===== config.mk =====
export PLATFORM = sky130hd
export DESIGN_NAME = issue_core
export DESIGN_NICKNAME = d
export VERILOG_FILES = /design/src/common/tag_pkg.sv /design/src/common/fu_pkg.sv /design/src/hw/ready_table.sv /design/src/hw/rs/rs.sv /design/src/hw/fu/fu_bank.sv /design/src/hw/cdb_arbiter.sv /design/src/hw/issue_core.sv
export VERILOG_INCLUDE_DIRS = /design/src /design/src/common
export SDC_FILE = /design/constraint.sdc
export NUM_CORES = 1
export LEC_CHECK = 0
export BUFFER_PORTS_ARGS = -buffer_cell sky130_fd_sc_hd__clkbuf_2
export CORE_ASPECT_RATIO = 0.75
export CORE_MARGIN = 1.5
export CORE_UTILIZATION = 65
export DETAILED_ROUTE_END_ITERATION = 16
export PLACE_DENSITY_LB_ADDON = 0.15
export SYNTH_ARGS = -nofsm -noshare
export SYNTH_HDL_FRONTEND = slang
export SYNTH_HIERARCHICAL = 1
export SYNTH_SLANG_ARGS = --single-unit

===== constraint.sdc =====
create_clock -name clock -period 9.99 [get_ports clock]
set_clock_uncertainty 0.1 [all_clocks]
set_input_delay 1.998 -clock clock [delete_from_list [all_inputs] [get_ports clock]]
set_output_delay 1.998 -clock clock [all_outputs]
set_load 0.01 [all_outputs]

===== src/common/issue_defines.svh =====
`ifndef ISSUE_DEFINES_SVH
`define ISSUE_DEFINES_SVH

// Register assignment delay, empty for synthesis
`define SD

`define TAG_W    5                // Physical tag width
`define NUM_TAGS (1 << `TAG_W)    // Tags in the ready table
`define NUM_FU   4                // Units, one reservation entry each

`define ALU_LAT  1                // ALU pipeline depth
`define MUL_LAT  3                // MUL pipeline depth

// Unit class per index, entry 0 first
`define FU_LIST '{fu_pkg::FU_ALU, fu_pkg::FU_ALU, fu_pkg::FU_MUL, fu_pkg::FU_MUL}

`define ZERO_TAG    '0            // Always-ready zero register
`define READY_RESET '1            // Every tag ready out of reset
`define PIPE_RESET  '0            // Empty pipe stage
`define PTR_RESET   '0            // Arbiter starts at unit 0

`endif


===== src/common/tag_pkg.sv =====
`include "issue_defines.svh"

package tag_pkg;

  // Physical register tag, 0 is the zero register
  typedef logic [`TAG_W-1:0] tag_t;

  // One bit per physical tag
  typedef logic [`NUM_TAGS-1:0] tag_mask_t;

  // One tag per unit or per reservation entry
  typedef tag_t [`NUM_FU-1:0] tag_vec_t;

endpackage


===== src/common/fu_pkg.sv =====
`include "issue_defines.svh"

package fu_pkg;

  // Functional unit class
  typedef enum logic [0:0] {
    FU_ALU = 1'b0,
    FU_MUL = 1'b1
  } fu_t;

  typedef logic [`NUM_FU-1:0]         fu_mask_t;   // One bit per unit
  typedef logic [$clog2(`NUM_FU)-1:0] fu_idx_t;    // Unit index
  typedef fu_t                        fu_table_t [`NUM_FU]; // Class per unit index

  // Pipe stage as {valid, tag}
  typedef logic [`TAG_W:0] pipe_stage_t;

  // Pipeline depth of a class
  function automatic int fu_latency(fu_t fu);
    return (fu == FU_MUL) ? `MUL_LAT : `ALU_LAT;
  endfunction

endpackage


===== src/hw/ready_table.sv =====
`timescale 1ns/1ps
`include "issue_defines.svh"

module ready_table (
  input  logic          clock,
  input  logic          reset,
  input  logic          en,
  input  tag_pkg::tag_t src1_tag,
  input  tag_pkg::tag_t src2_tag,
  input  logic          dispatch_fire,
  input  tag_pkg::tag_t dest_tag,
  input  logic          cdb_valid,
  input  tag_pkg::tag_t cdb_tag,
  output logic          src1_ready,
  output logic          src2_ready
);

  tag_pkg::tag_mask_t ready_q; // Tag holds a valid value
  tag_pkg::tag_mask_t ready_d;

  // Dispatch lookup
  always_comb begin
    src1_ready = ready_q[src1_tag]
              || (cdb_valid && cdb_tag == src1_tag) // Completing this cycle
              || src1_tag == `ZERO_TAG;             // Zero register
    src2_ready = ready_q[src2_tag]
              || (cdb_valid && cdb_tag == src2_tag)
              || src2_tag == `ZERO_TAG;
  end

  // CDB sets, dispatch clears the new destination
  always_comb begin
    ready_d = ready_q;
    if (cdb_valid) begin
      ready_d[cdb_tag] = 1'b1;
    end
    if (dispatch_fire) begin
      ready_d[dest_tag] = 1'b0; // Value now pending
    end
    ready_d[`ZERO_TAG] = 1'b1; // Never pending
  end

  always_ff @(posedge clock) begin
    if (reset) begin
      ready_q <= `SD `READY_RESET;
    end else if (en) begin
      ready_q <= `SD ready_d;
    end
  end

endmodule


===== src/hw/rs/rs.sv =====
`timescale 1ns/1ps
`include "issue_defines.svh"

module rs (
  input  logic              clock,
  input  logic              reset,
  input  logic              en,
  input  logic              dispatch_en,
  input  fu_pkg::fu_t       dispatch_fu,
  input  tag_pkg::tag_t     dest_tag,
  input  tag_pkg::tag_t     src1_tag,
  input  tag_pkg::tag_t     src2_tag,
  input  logic              src1_ready,
  input  logic              src2_ready,
  input  logic              cdb_valid,
  input  tag_pkg::tag_t     cdb_tag,
  input  fu_pkg::fu_mask_t  accept_mask,
  output logic              dispatch_ready,
  output logic              dispatch_fire,
  output fu_pkg::fu_mask_t  issue_mask,
  output tag_pkg::tag_vec_t issue_tag
);

  localparam fu_pkg::fu_table_t FU_TABLE = `FU_LIST; // Entry i feeds unit i

  fu_pkg::fu_mask_t  busy_q, busy_d;       // Entry holds an instruction
  tag_pkg::tag_vec_t dest_q, dest_d;       // Destination tag per entry
  tag_pkg::tag_vec_t s1_tag_q, s1_tag_d;   // Source 1 tag
  tag_pkg::tag_vec_t s2_tag_q, s2_tag_d;   // Source 2 tag
  fu_pkg::fu_mask_t  s1_rdy_q, s1_rdy_d;   // Source 1 value available
  fu_pkg::fu_mask_t  s2_rdy_q, s2_rdy_d;   // Source 2 value available
  fu_pkg::fu_mask_t  s1_wake;              // Stored or woken this cycle
  fu_pkg::fu_mask_t  s2_wake;
  fu_pkg::fu_mask_t  entry_free;           // Empty or leaving now
  fu_pkg::fu_mask_t  dispatch_sel;         // Entry picked for dispatch

  // Wakeup and issue
  always_comb begin
    for (int i = 0; i < `NUM_FU; i++) begin
      s1_wake[i]    = s1_rdy_q[i] || (cdb_valid && s1_tag_q[i] == cdb_tag); // CDB bypass
      s2_wake[i]    = s2_rdy_q[i] || (cdb_valid && s2_tag_q[i] == cdb_tag);
      issue_mask[i] = busy_q[i] && s1_wake[i] && s2_wake[i] && accept_mask[i];
      entry_free[i] = !busy_q[i] || issue_mask[i]; // Issuing entry can be refilled
    end
  end

  assign issue_tag = dest_q; // Unit carries the destination tag

  // Hazard check, lowest free entry of the class wins
  always_comb begin
    dispatch_sel   = '0;
    dispatch_ready = 1'b0;
    for (int i = 0; i < `NUM_FU; i++) begin
      if (!dispatch_ready && entry_free[i] && FU_TABLE[i] == dispatch_fu) begin
        dispatch_sel[i] = 1'b1;
        dispatch_ready  = 1'b1; // No structural hazard
      end
    end
  end

  assign dispatch_fire = en && dispatch_en && dispatch_ready; // Accepted dispatch

  // Entry update
  always_comb begin
    busy_d   = busy_q;
    dest_d   = dest_q;
    s1_tag_d = s1_tag_q;
    s2_tag_d = s2_tag_q;
    s1_rdy_d = s1_wake;  // Keep what the CDB woke
    s2_rdy_d = s2_wake;
    for (int i = 0; i < `NUM_FU; i++) begin
      if (issue_mask[i]) begin
        busy_d[i] = 1'b0; // Leaves for the unit
      end
      if (dispatch_fire && dispatch_sel[i]) begin
        busy_d[i]   = 1'b1;
        dest_d[i]   = dest_tag;
        s1_tag_d[i] = src1_tag;
        s2_tag_d[i] = src2_tag;
        s1_rdy_d[i] = src1_ready; // Ready table already bypasses the CDB
        s2_rdy_d[i] = src2_ready;
      end
    end
  end

  // Control state
  always_ff @(posedge clock) begin
    if (reset) begin
      busy_q   <= `SD '0;
      s1_rdy_q <= `SD '0;
      s2_rdy_q <= `SD '0;
    end else if (en) begin
      busy_q   <= `SD busy_d;
      s1_rdy_q <= `SD s1_rdy_d;
      s2_rdy_q <= `SD s2_rdy_d;
    end
  end

  // Tag payload
  always_ff @(posedge clock) begin
    if (en) begin
      dest_q   <= `SD dest_d;
      s1_tag_q <= `SD s1_tag_d;
      s2_tag_q <= `SD s2_tag_d;
    end
  end

endmodule


===== src/hw/fu/fu_bank.sv =====
`timescale 1ns/1ps
`include "issue_defines.svh"

module fu_bank (
  input  logic              clock,
  input  logic              reset,
  input  logic              en,
  input  fu_pkg::fu_mask_t  issue_mask,
  input  tag_pkg::tag_vec_t issue_tag,
  input  fu_pkg::fu_mask_t  grant_mask,
  output fu_pkg::fu_mask_t  accept_mask,
  output fu_pkg::fu_mask_t  done_mask,
  output tag_pkg::tag_vec_t done_tag
);

  localparam fu_pkg::fu_table_t FU_TABLE = `FU_LIST;

  for (genvar u = 0; u < `NUM_FU; u++) begin : g_unit
    localparam int LAT = fu_pkg::fu_latency(FU_TABLE[u]); // Depth from class

    fu_pkg::pipe_stage_t stage_q [LAT]; // Stage 0 takes the issue
    fu_pkg::pipe_stage_t stage_d [LAT];
    logic [LAT-1:0]      can_take;      // Stage may load from behind

    // Back-pressure, last stage moves only on grant
    always_comb begin
      can_take[LAT-1] = !stage_q[LAT-1][`TAG_W] || grant_mask[u];
      for (int k = LAT - 2; k >= 0; k--) begin
        can_take[k] = !stage_q[k][`TAG_W] || can_take[k+1]; // Fill bubbles ahead
      end
    end

    // Shift where allowed, hold otherwise
    always_comb begin
      stage_d[0] = can_take[0] ? {issue_mask[u], issue_tag[u]} : stage_q[0];
      for (int k = 1; k < LAT; k++) begin
        stage_d[k] = can_take[k] ? stage_q[k-1] : stage_q[k];
      end
    end

    always_ff @(posedge clock) begin
      if (reset) begin
        for (int k = 0; k < LAT; k++) begin
          stage_q[k] <= `SD `PIPE_RESET;
        end
      end else if (en) begin
        stage_q <= `SD stage_d;
      end
    end

    assign accept_mask[u] = can_take[0];                       // Room for a new issue
    assign done_mask[u]   = stage_q[LAT-1][`TAG_W];            // Result waiting for CDB
    assign done_tag[u]    = stage_q[LAT-1][`TAG_W-1:0];
  end

endmodule


===== src/hw/cdb_arbiter.sv =====
`timescale 1ns/1ps
`include "issue_defines.svh"

module cdb_arbiter (
  input  logic              clock,
  input  logic              reset,
  input  logic              en,
  input  fu_pkg::fu_mask_t  done_mask,
  input  tag_pkg::tag_vec_t done_tag,
  output fu_pkg::fu_mask_t  grant_mask,
  output logic              cdb_valid,
  output tag_pkg::tag_t     cdb_tag
);

  fu_pkg::fu_idx_t ptr_q;  // Highest priority unit
  fu_pkg::fu_idx_t ptr_d;
  fu_pkg::fu_idx_t cand;   // Unit being checked
  fu_pkg::fu_idx_t winner; // Granted unit

  // First requester at or after the pointer
  always_comb begin
    grant_mask = '0;
    cdb_valid  = 1'b0;
    cdb_tag    = `ZERO_TAG;
    winner     = ptr_q;
    cand       = ptr_q;
    for (int j = 0; j < `NUM_FU; j++) begin
      cand = fu_pkg::fu_idx_t'((int'(ptr_q) + j) % `NUM_FU); // Wrap around
      if (!cdb_valid && done_mask[cand]) begin
        grant_mask[cand] = 1'b1;
        cdb_valid        = 1'b1;
        cdb_tag          = done_tag[cand]; // Same-cycle broadcast
        winner           = cand;
      end
    end
    // Move past the winner
    ptr_d = cdb_valid ? fu_pkg::fu_idx_t'((int'(winner) + 1) % `NUM_FU) : ptr_q;
  end

  always_ff @(posedge clock) begin
    if (reset) begin
      ptr_q <= `SD `PTR_RESET;
    end else if (en) begin
      ptr_q <= `SD ptr_d;
    end
  end

endmodule


===== src/hw/issue_core.sv =====
`timescale 1ns/1ps
`include "issue_defines.svh"

module issue_core (
  input  logic          clock,
  input  logic          reset,
  input  logic          en,
  input  logic          dispatch_en,
  input  fu_pkg::fu_t   dispatch_fu,
  input  tag_pkg::tag_t dest_tag,
  input  tag_pkg::tag_t src1_tag,
  input  tag_pkg::tag_t src2_tag,
  output logic          dispatch_ready,
  output logic          cdb_valid,
  output tag_pkg::tag_t cdb_tag
);

  logic              src1_ready;    // Lookup at dispatch
  logic              src2_ready;
  logic              dispatch_fire; // Accepted dispatch
  fu_pkg::fu_mask_t  issue_mask;    // RS to units
  tag_pkg::tag_vec_t issue_tag;
  fu_pkg::fu_mask_t  accept_mask;   // Units able to take an issue
  fu_pkg::fu_mask_t  done_mask;     // Units with a finished tag
  tag_pkg::tag_vec_t done_tag;
  fu_pkg::fu_mask_t  grant_mask;    // CDB winner

  ready_table i_ready_table (
    .clock, .reset, .en,
    .src1_tag, .src2_tag,
    .dispatch_fire, .dest_tag,
    .cdb_valid, .cdb_tag,
    .src1_ready, .src2_ready
  );

  rs i_rs (
    .clock, .reset, .en,
    .dispatch_en, .dispatch_fu,
    .dest_tag, .src1_tag, .src2_tag,
    .src1_ready, .src2_ready,
    .cdb_valid, .cdb_tag,
    .accept_mask,
    .dispatch_ready, .dispatch_fire,
    .issue_mask, .issue_tag
  );

  fu_bank i_fu_bank (
    .clock, .reset, .en,
    .issue_mask, .issue_tag,
    .grant_mask,
    .accept_mask, .done_mask, .done_tag
  );

  cdb_arbiter i_cdb_arbiter (
    .clock, .reset, .en,
    .done_mask, .done_tag,
    .grant_mask, .cdb_valid, .cdb_tag
  );

endmodule


==> run metrics <==
Row Count 34; area of the multi-input gates approximately 3900 sq um; Post-Synthesis Cells between 700 and 800; Yosys reg bits about 150; worst ir drop on vdd 135.3 uV; commonest non-fill, non-tap cell in the layout dfxtp_1; Clock Path Buffers 2; fin worst setup slack approximately 1.4 ns; Total GRT Usage 32.53%; hold depth 2; crit start category flip-flop; IO Port Bufs 26; RR Endpoint i_ready_table/ready_q[20]$_SDFFE_PP1P_; worst skew pair latency approximately 0.42 ns; highest-count cells in the layout ignoring fill and taps 93 x dfxtp_1, 69 x a21oi_1, 61 x nor2_1; final HPWL from detailed placement between 10000 and 15000 um; fillcell total 844; worst slack, placed between 2 and 2.5 ns; CP max FO 21; RR Startpoint i_cdb_arbiter/ptr_q[0]$_SDFFE_PP0P_; Post-synth EDFFs 60; CORE AREA between 10000 and 15000 sq um; CTS root buffer clkbuf_16; Final Wtd Congestion about 0.97; Top Metal Used met4; average cell area after synthesis 10.43 sq um; Clock Pin Slew Worst Setup and Hold Paths ~0.06 ns; fin util 73.18%; RSZ-0062 raised after global routing no; Hold Startpoint i_fu_bank/g_unit[3].stage_q[16]$_SDFFE_PP0P_; area grow syn2layout 7.620%; Distinct cells, synth 76; synthesized area between 8000 and 9000 sq um; Ports 27; TritonRoute pass-1 iters 5; r2r worst-path depth 18; share of cells above drive strength 1 between 10% and 20%; largest net degree at the start of global routing 105; commonest register cell after synthesis dfxtp_1; WP data arrival 6.45 ns; CTS hold repair buffers 0; CP endpoint kind output port; WL final just over 20000 um; Routed WL per cell 21.91 um; ANT cells 0; routed wl met3 2317 um; measured slew at the worst slew-check pin about 1.2 ns; Relative slew margins 22.56%; initial antenna violation count 0; routed wl met2 8736 um; Power per Cell Area 157.1 nW/um^2; Hold Crit Class flip-flop to flip-flop; Die Span Y around 99 um; FF-to-FF setup slack about 2.7 ns; endpoints failing hold 0; final worst path period share a little under nine tenths; ANT nets after route 0; GRT overflow 0; post-synth net total between 700 and 800; CP Launch Point i_cdb_arbiter/ptr_q[0]$_SDFFE_PP0P_; clk sinks between 150 and 200; CTS tree built; Peak Freq about 120 MHz; Post-CTS Setup Repair Bufs 0; Hold Crit Endpoint i_fu_bank/g_unit[3].stage_q[10]$_SDFFE_PP0P_; Vias per Instance approximately 6.7; Inserted Clock Buffers 17; post-synthesis async set-or-reset flop share 0%; Met1 Wirelength 9000 um; FF/Latch Area between 3000 and 4000 sq um; min cycle time layout approximately 8.5 ns; status finished, final reports clean; Die ar. 13010 sq um; Required @ worst endpoint between 7 and 8 ns; Setup violations, final 0; DRC 0; sequential fraction of the synthesis area 45.72%; starting density of the core about two thirds; Final Max Tran Viols 0; final-stage net count just under 800; Warnings, synthesis 6; PostCTS Resize Cnt 0; H-tree depth 4; vias after detailed routing between 6000 and 7000; Die Wd around 130 um; vias in the first global route around 6000; maxcap violations 0; CP Class flip-flop to output port; global-route wire length before repair around 32000 um; Initial DRC Count a little over 900; setup TNS 0 ns; Static Leak 0.003193 uW
metrics by stage:
| stage | total power (uW) | area [sq um] | hold WS (ns) | std cells |
|---|---|---|---|---|
| global route | 1392 | 8623 | 0.3986 | 938 |
| detailed placement | 748.4 | 8058 | 0.3680 | 906 |
| floorplan | 724.2 | 8013 | 0.3442 | 768 |
| global placement | 746.0 | 8058 | 0.3628 | 906 |
| finish | 1354 | 8623 | 0.3805 | 938 |
| CTS | 1355 | 8623 | 0.3783 | 938 |
worst max-delay path, cell delays in order (launching register included):
cell and delay (ns):
dfxtp_1 0.84, clkinv_1 0.60, ha_1 0.59, mux4_2 0.45
o21a_1 0.23, nor3_2 0.50, a22oi_1 0.14, and3_1 0.23
a31oi_2 0.89, xnor2_1 0.20, nand4_1 0.15, o21ai_1 0.38
a21oi_1 0.20, a32oi_1 0.40, clkbuf_2 0.21
synth_stat cells (3+ instances only):
| cell | n | area, sq um |
|---|---|---|
| dfxtp_1 | 93 | 1862 |
| a21oi_1 | 69 | 345.3 |
| nor2_1 | 61 | 229.0 |
| edfxtp_1 | 60 | 1802 |
| o21ai_0 | 47 | 235.2 |
| xor2_1 | 35 | 306.5 |
| nand3_1 | 34 | 170.2 |
| o21bai_1 | 31 | 232.7 |
| a22oi_1 | 29 | 217.7 |
| nand2_1 | 22 | 82.58 |
| clkbuf_1 | 21 | 78.83 |
| mux2i_1 | 21 | 210.2 |
| nand2b_1 | 20 | 125.1 |
| buf_4 | 17 | 127.6 |
| xnor2_1 | 14 | 122.6 |
| mux4_2 | 13 | 292.8 |
| buf_6 | 11 | 123.9 |
| inv_1 | 11 | 41.29 |
| nand4b_1 | 10 | 87.58 |
| a31oi_1 | 8 | 50.05 |
| and3_1 | 8 | 50.05 |
| buf_2 | 8 | 40.04 |
| nor2b_1 | 8 | 50.05 |
| nor4_1 | 8 | 50.05 |
| ha_1 | 5 | 62.56 |
| mux4_1 | 5 | 131.4 |
| nor3_1 | 5 | 25.02 |
| or3_1 | 5 | 31.28 |
| a21o_1 | 4 | 30.03 |
| a221o_1 | 4 | 40.04 |
| a31o_1 | 4 | 35.03 |
| a31o_2 | 4 | 35.03 |
| nand3b_1 | 4 | 30.03 |
| nor3b_1 | 4 | 30.03 |
| and2_1 | 3 | 18.77 |
| o22ai_1 | 3 | 18.77 |
| or2b_1 | 3 | 22.52 |
cell families after synthesis:
kind of cell	after synthesis	synth area share (%)
fa+ha+maj	5	0.7808
flops	153	45.72
buf+inv	72	5.481
simple gates	214	15.26
compound gates	234	19.21
xor+xnor	49	5.356
mux	41	8.198
report_power, final:
| part | switching, uW | internal (uW) |
|---|---|---|
| sequential | 6.43 | 661 |
| clock | 264 | 352 |
| combinational | 47.8 | 23.1 |
| total | 318 | 1040 |
registers in the layout, indices dropped and copies added (netlist names):
| signal | flops |
|---|---|
| i_cdb_arbiter/ptr_q | 2 |
| i_fu_bank/done_mask | 2 |
| i_fu_bank/done_tag | 10 |
| i_fu_bank/g_unit.stage_q | 36 |
| i_ready_table/ready_q | 31 |
| i_rs/busy_q | 4 |
| i_rs/issue_tag | 20 |
| i_rs/s1_rdy_q | 4 |
| i_rs/s1_tag_q | 20 |
| i_rs/s2_rdy_q | 4 |
| i_rs/s2_tag_q | 20 |
per-layer routing:
layer  GRT usage [%]  up-vias
li1                -     2840
met1           48.79     2990
met2           46.72      401
met3           6.881       47
met4           11.84        0
met5               0        -
worst max path at each step:
stage / endpoint
2_1_floorplan: dispatch_ready
3_3_place_gp: dispatch_ready
3_5_place_dp: dispatch_ready
4_1_cts: dispatch_ready
5_1_grt: dispatch_ready
6_report: dispatch_ready
layout make-up:
class / count / area share, %
clock buffers: 23 / 5.673
clock inverters: 9 / 0.8851
repair buffers: 36 / 2.380
multi-input cells: 543 / 45.71
flip-flops and latches: 153 / 42.48
inverters: 12 / 0.5223
well taps: 162 / 2.351
Note: power is estimated with default switching activity, not from simulation.
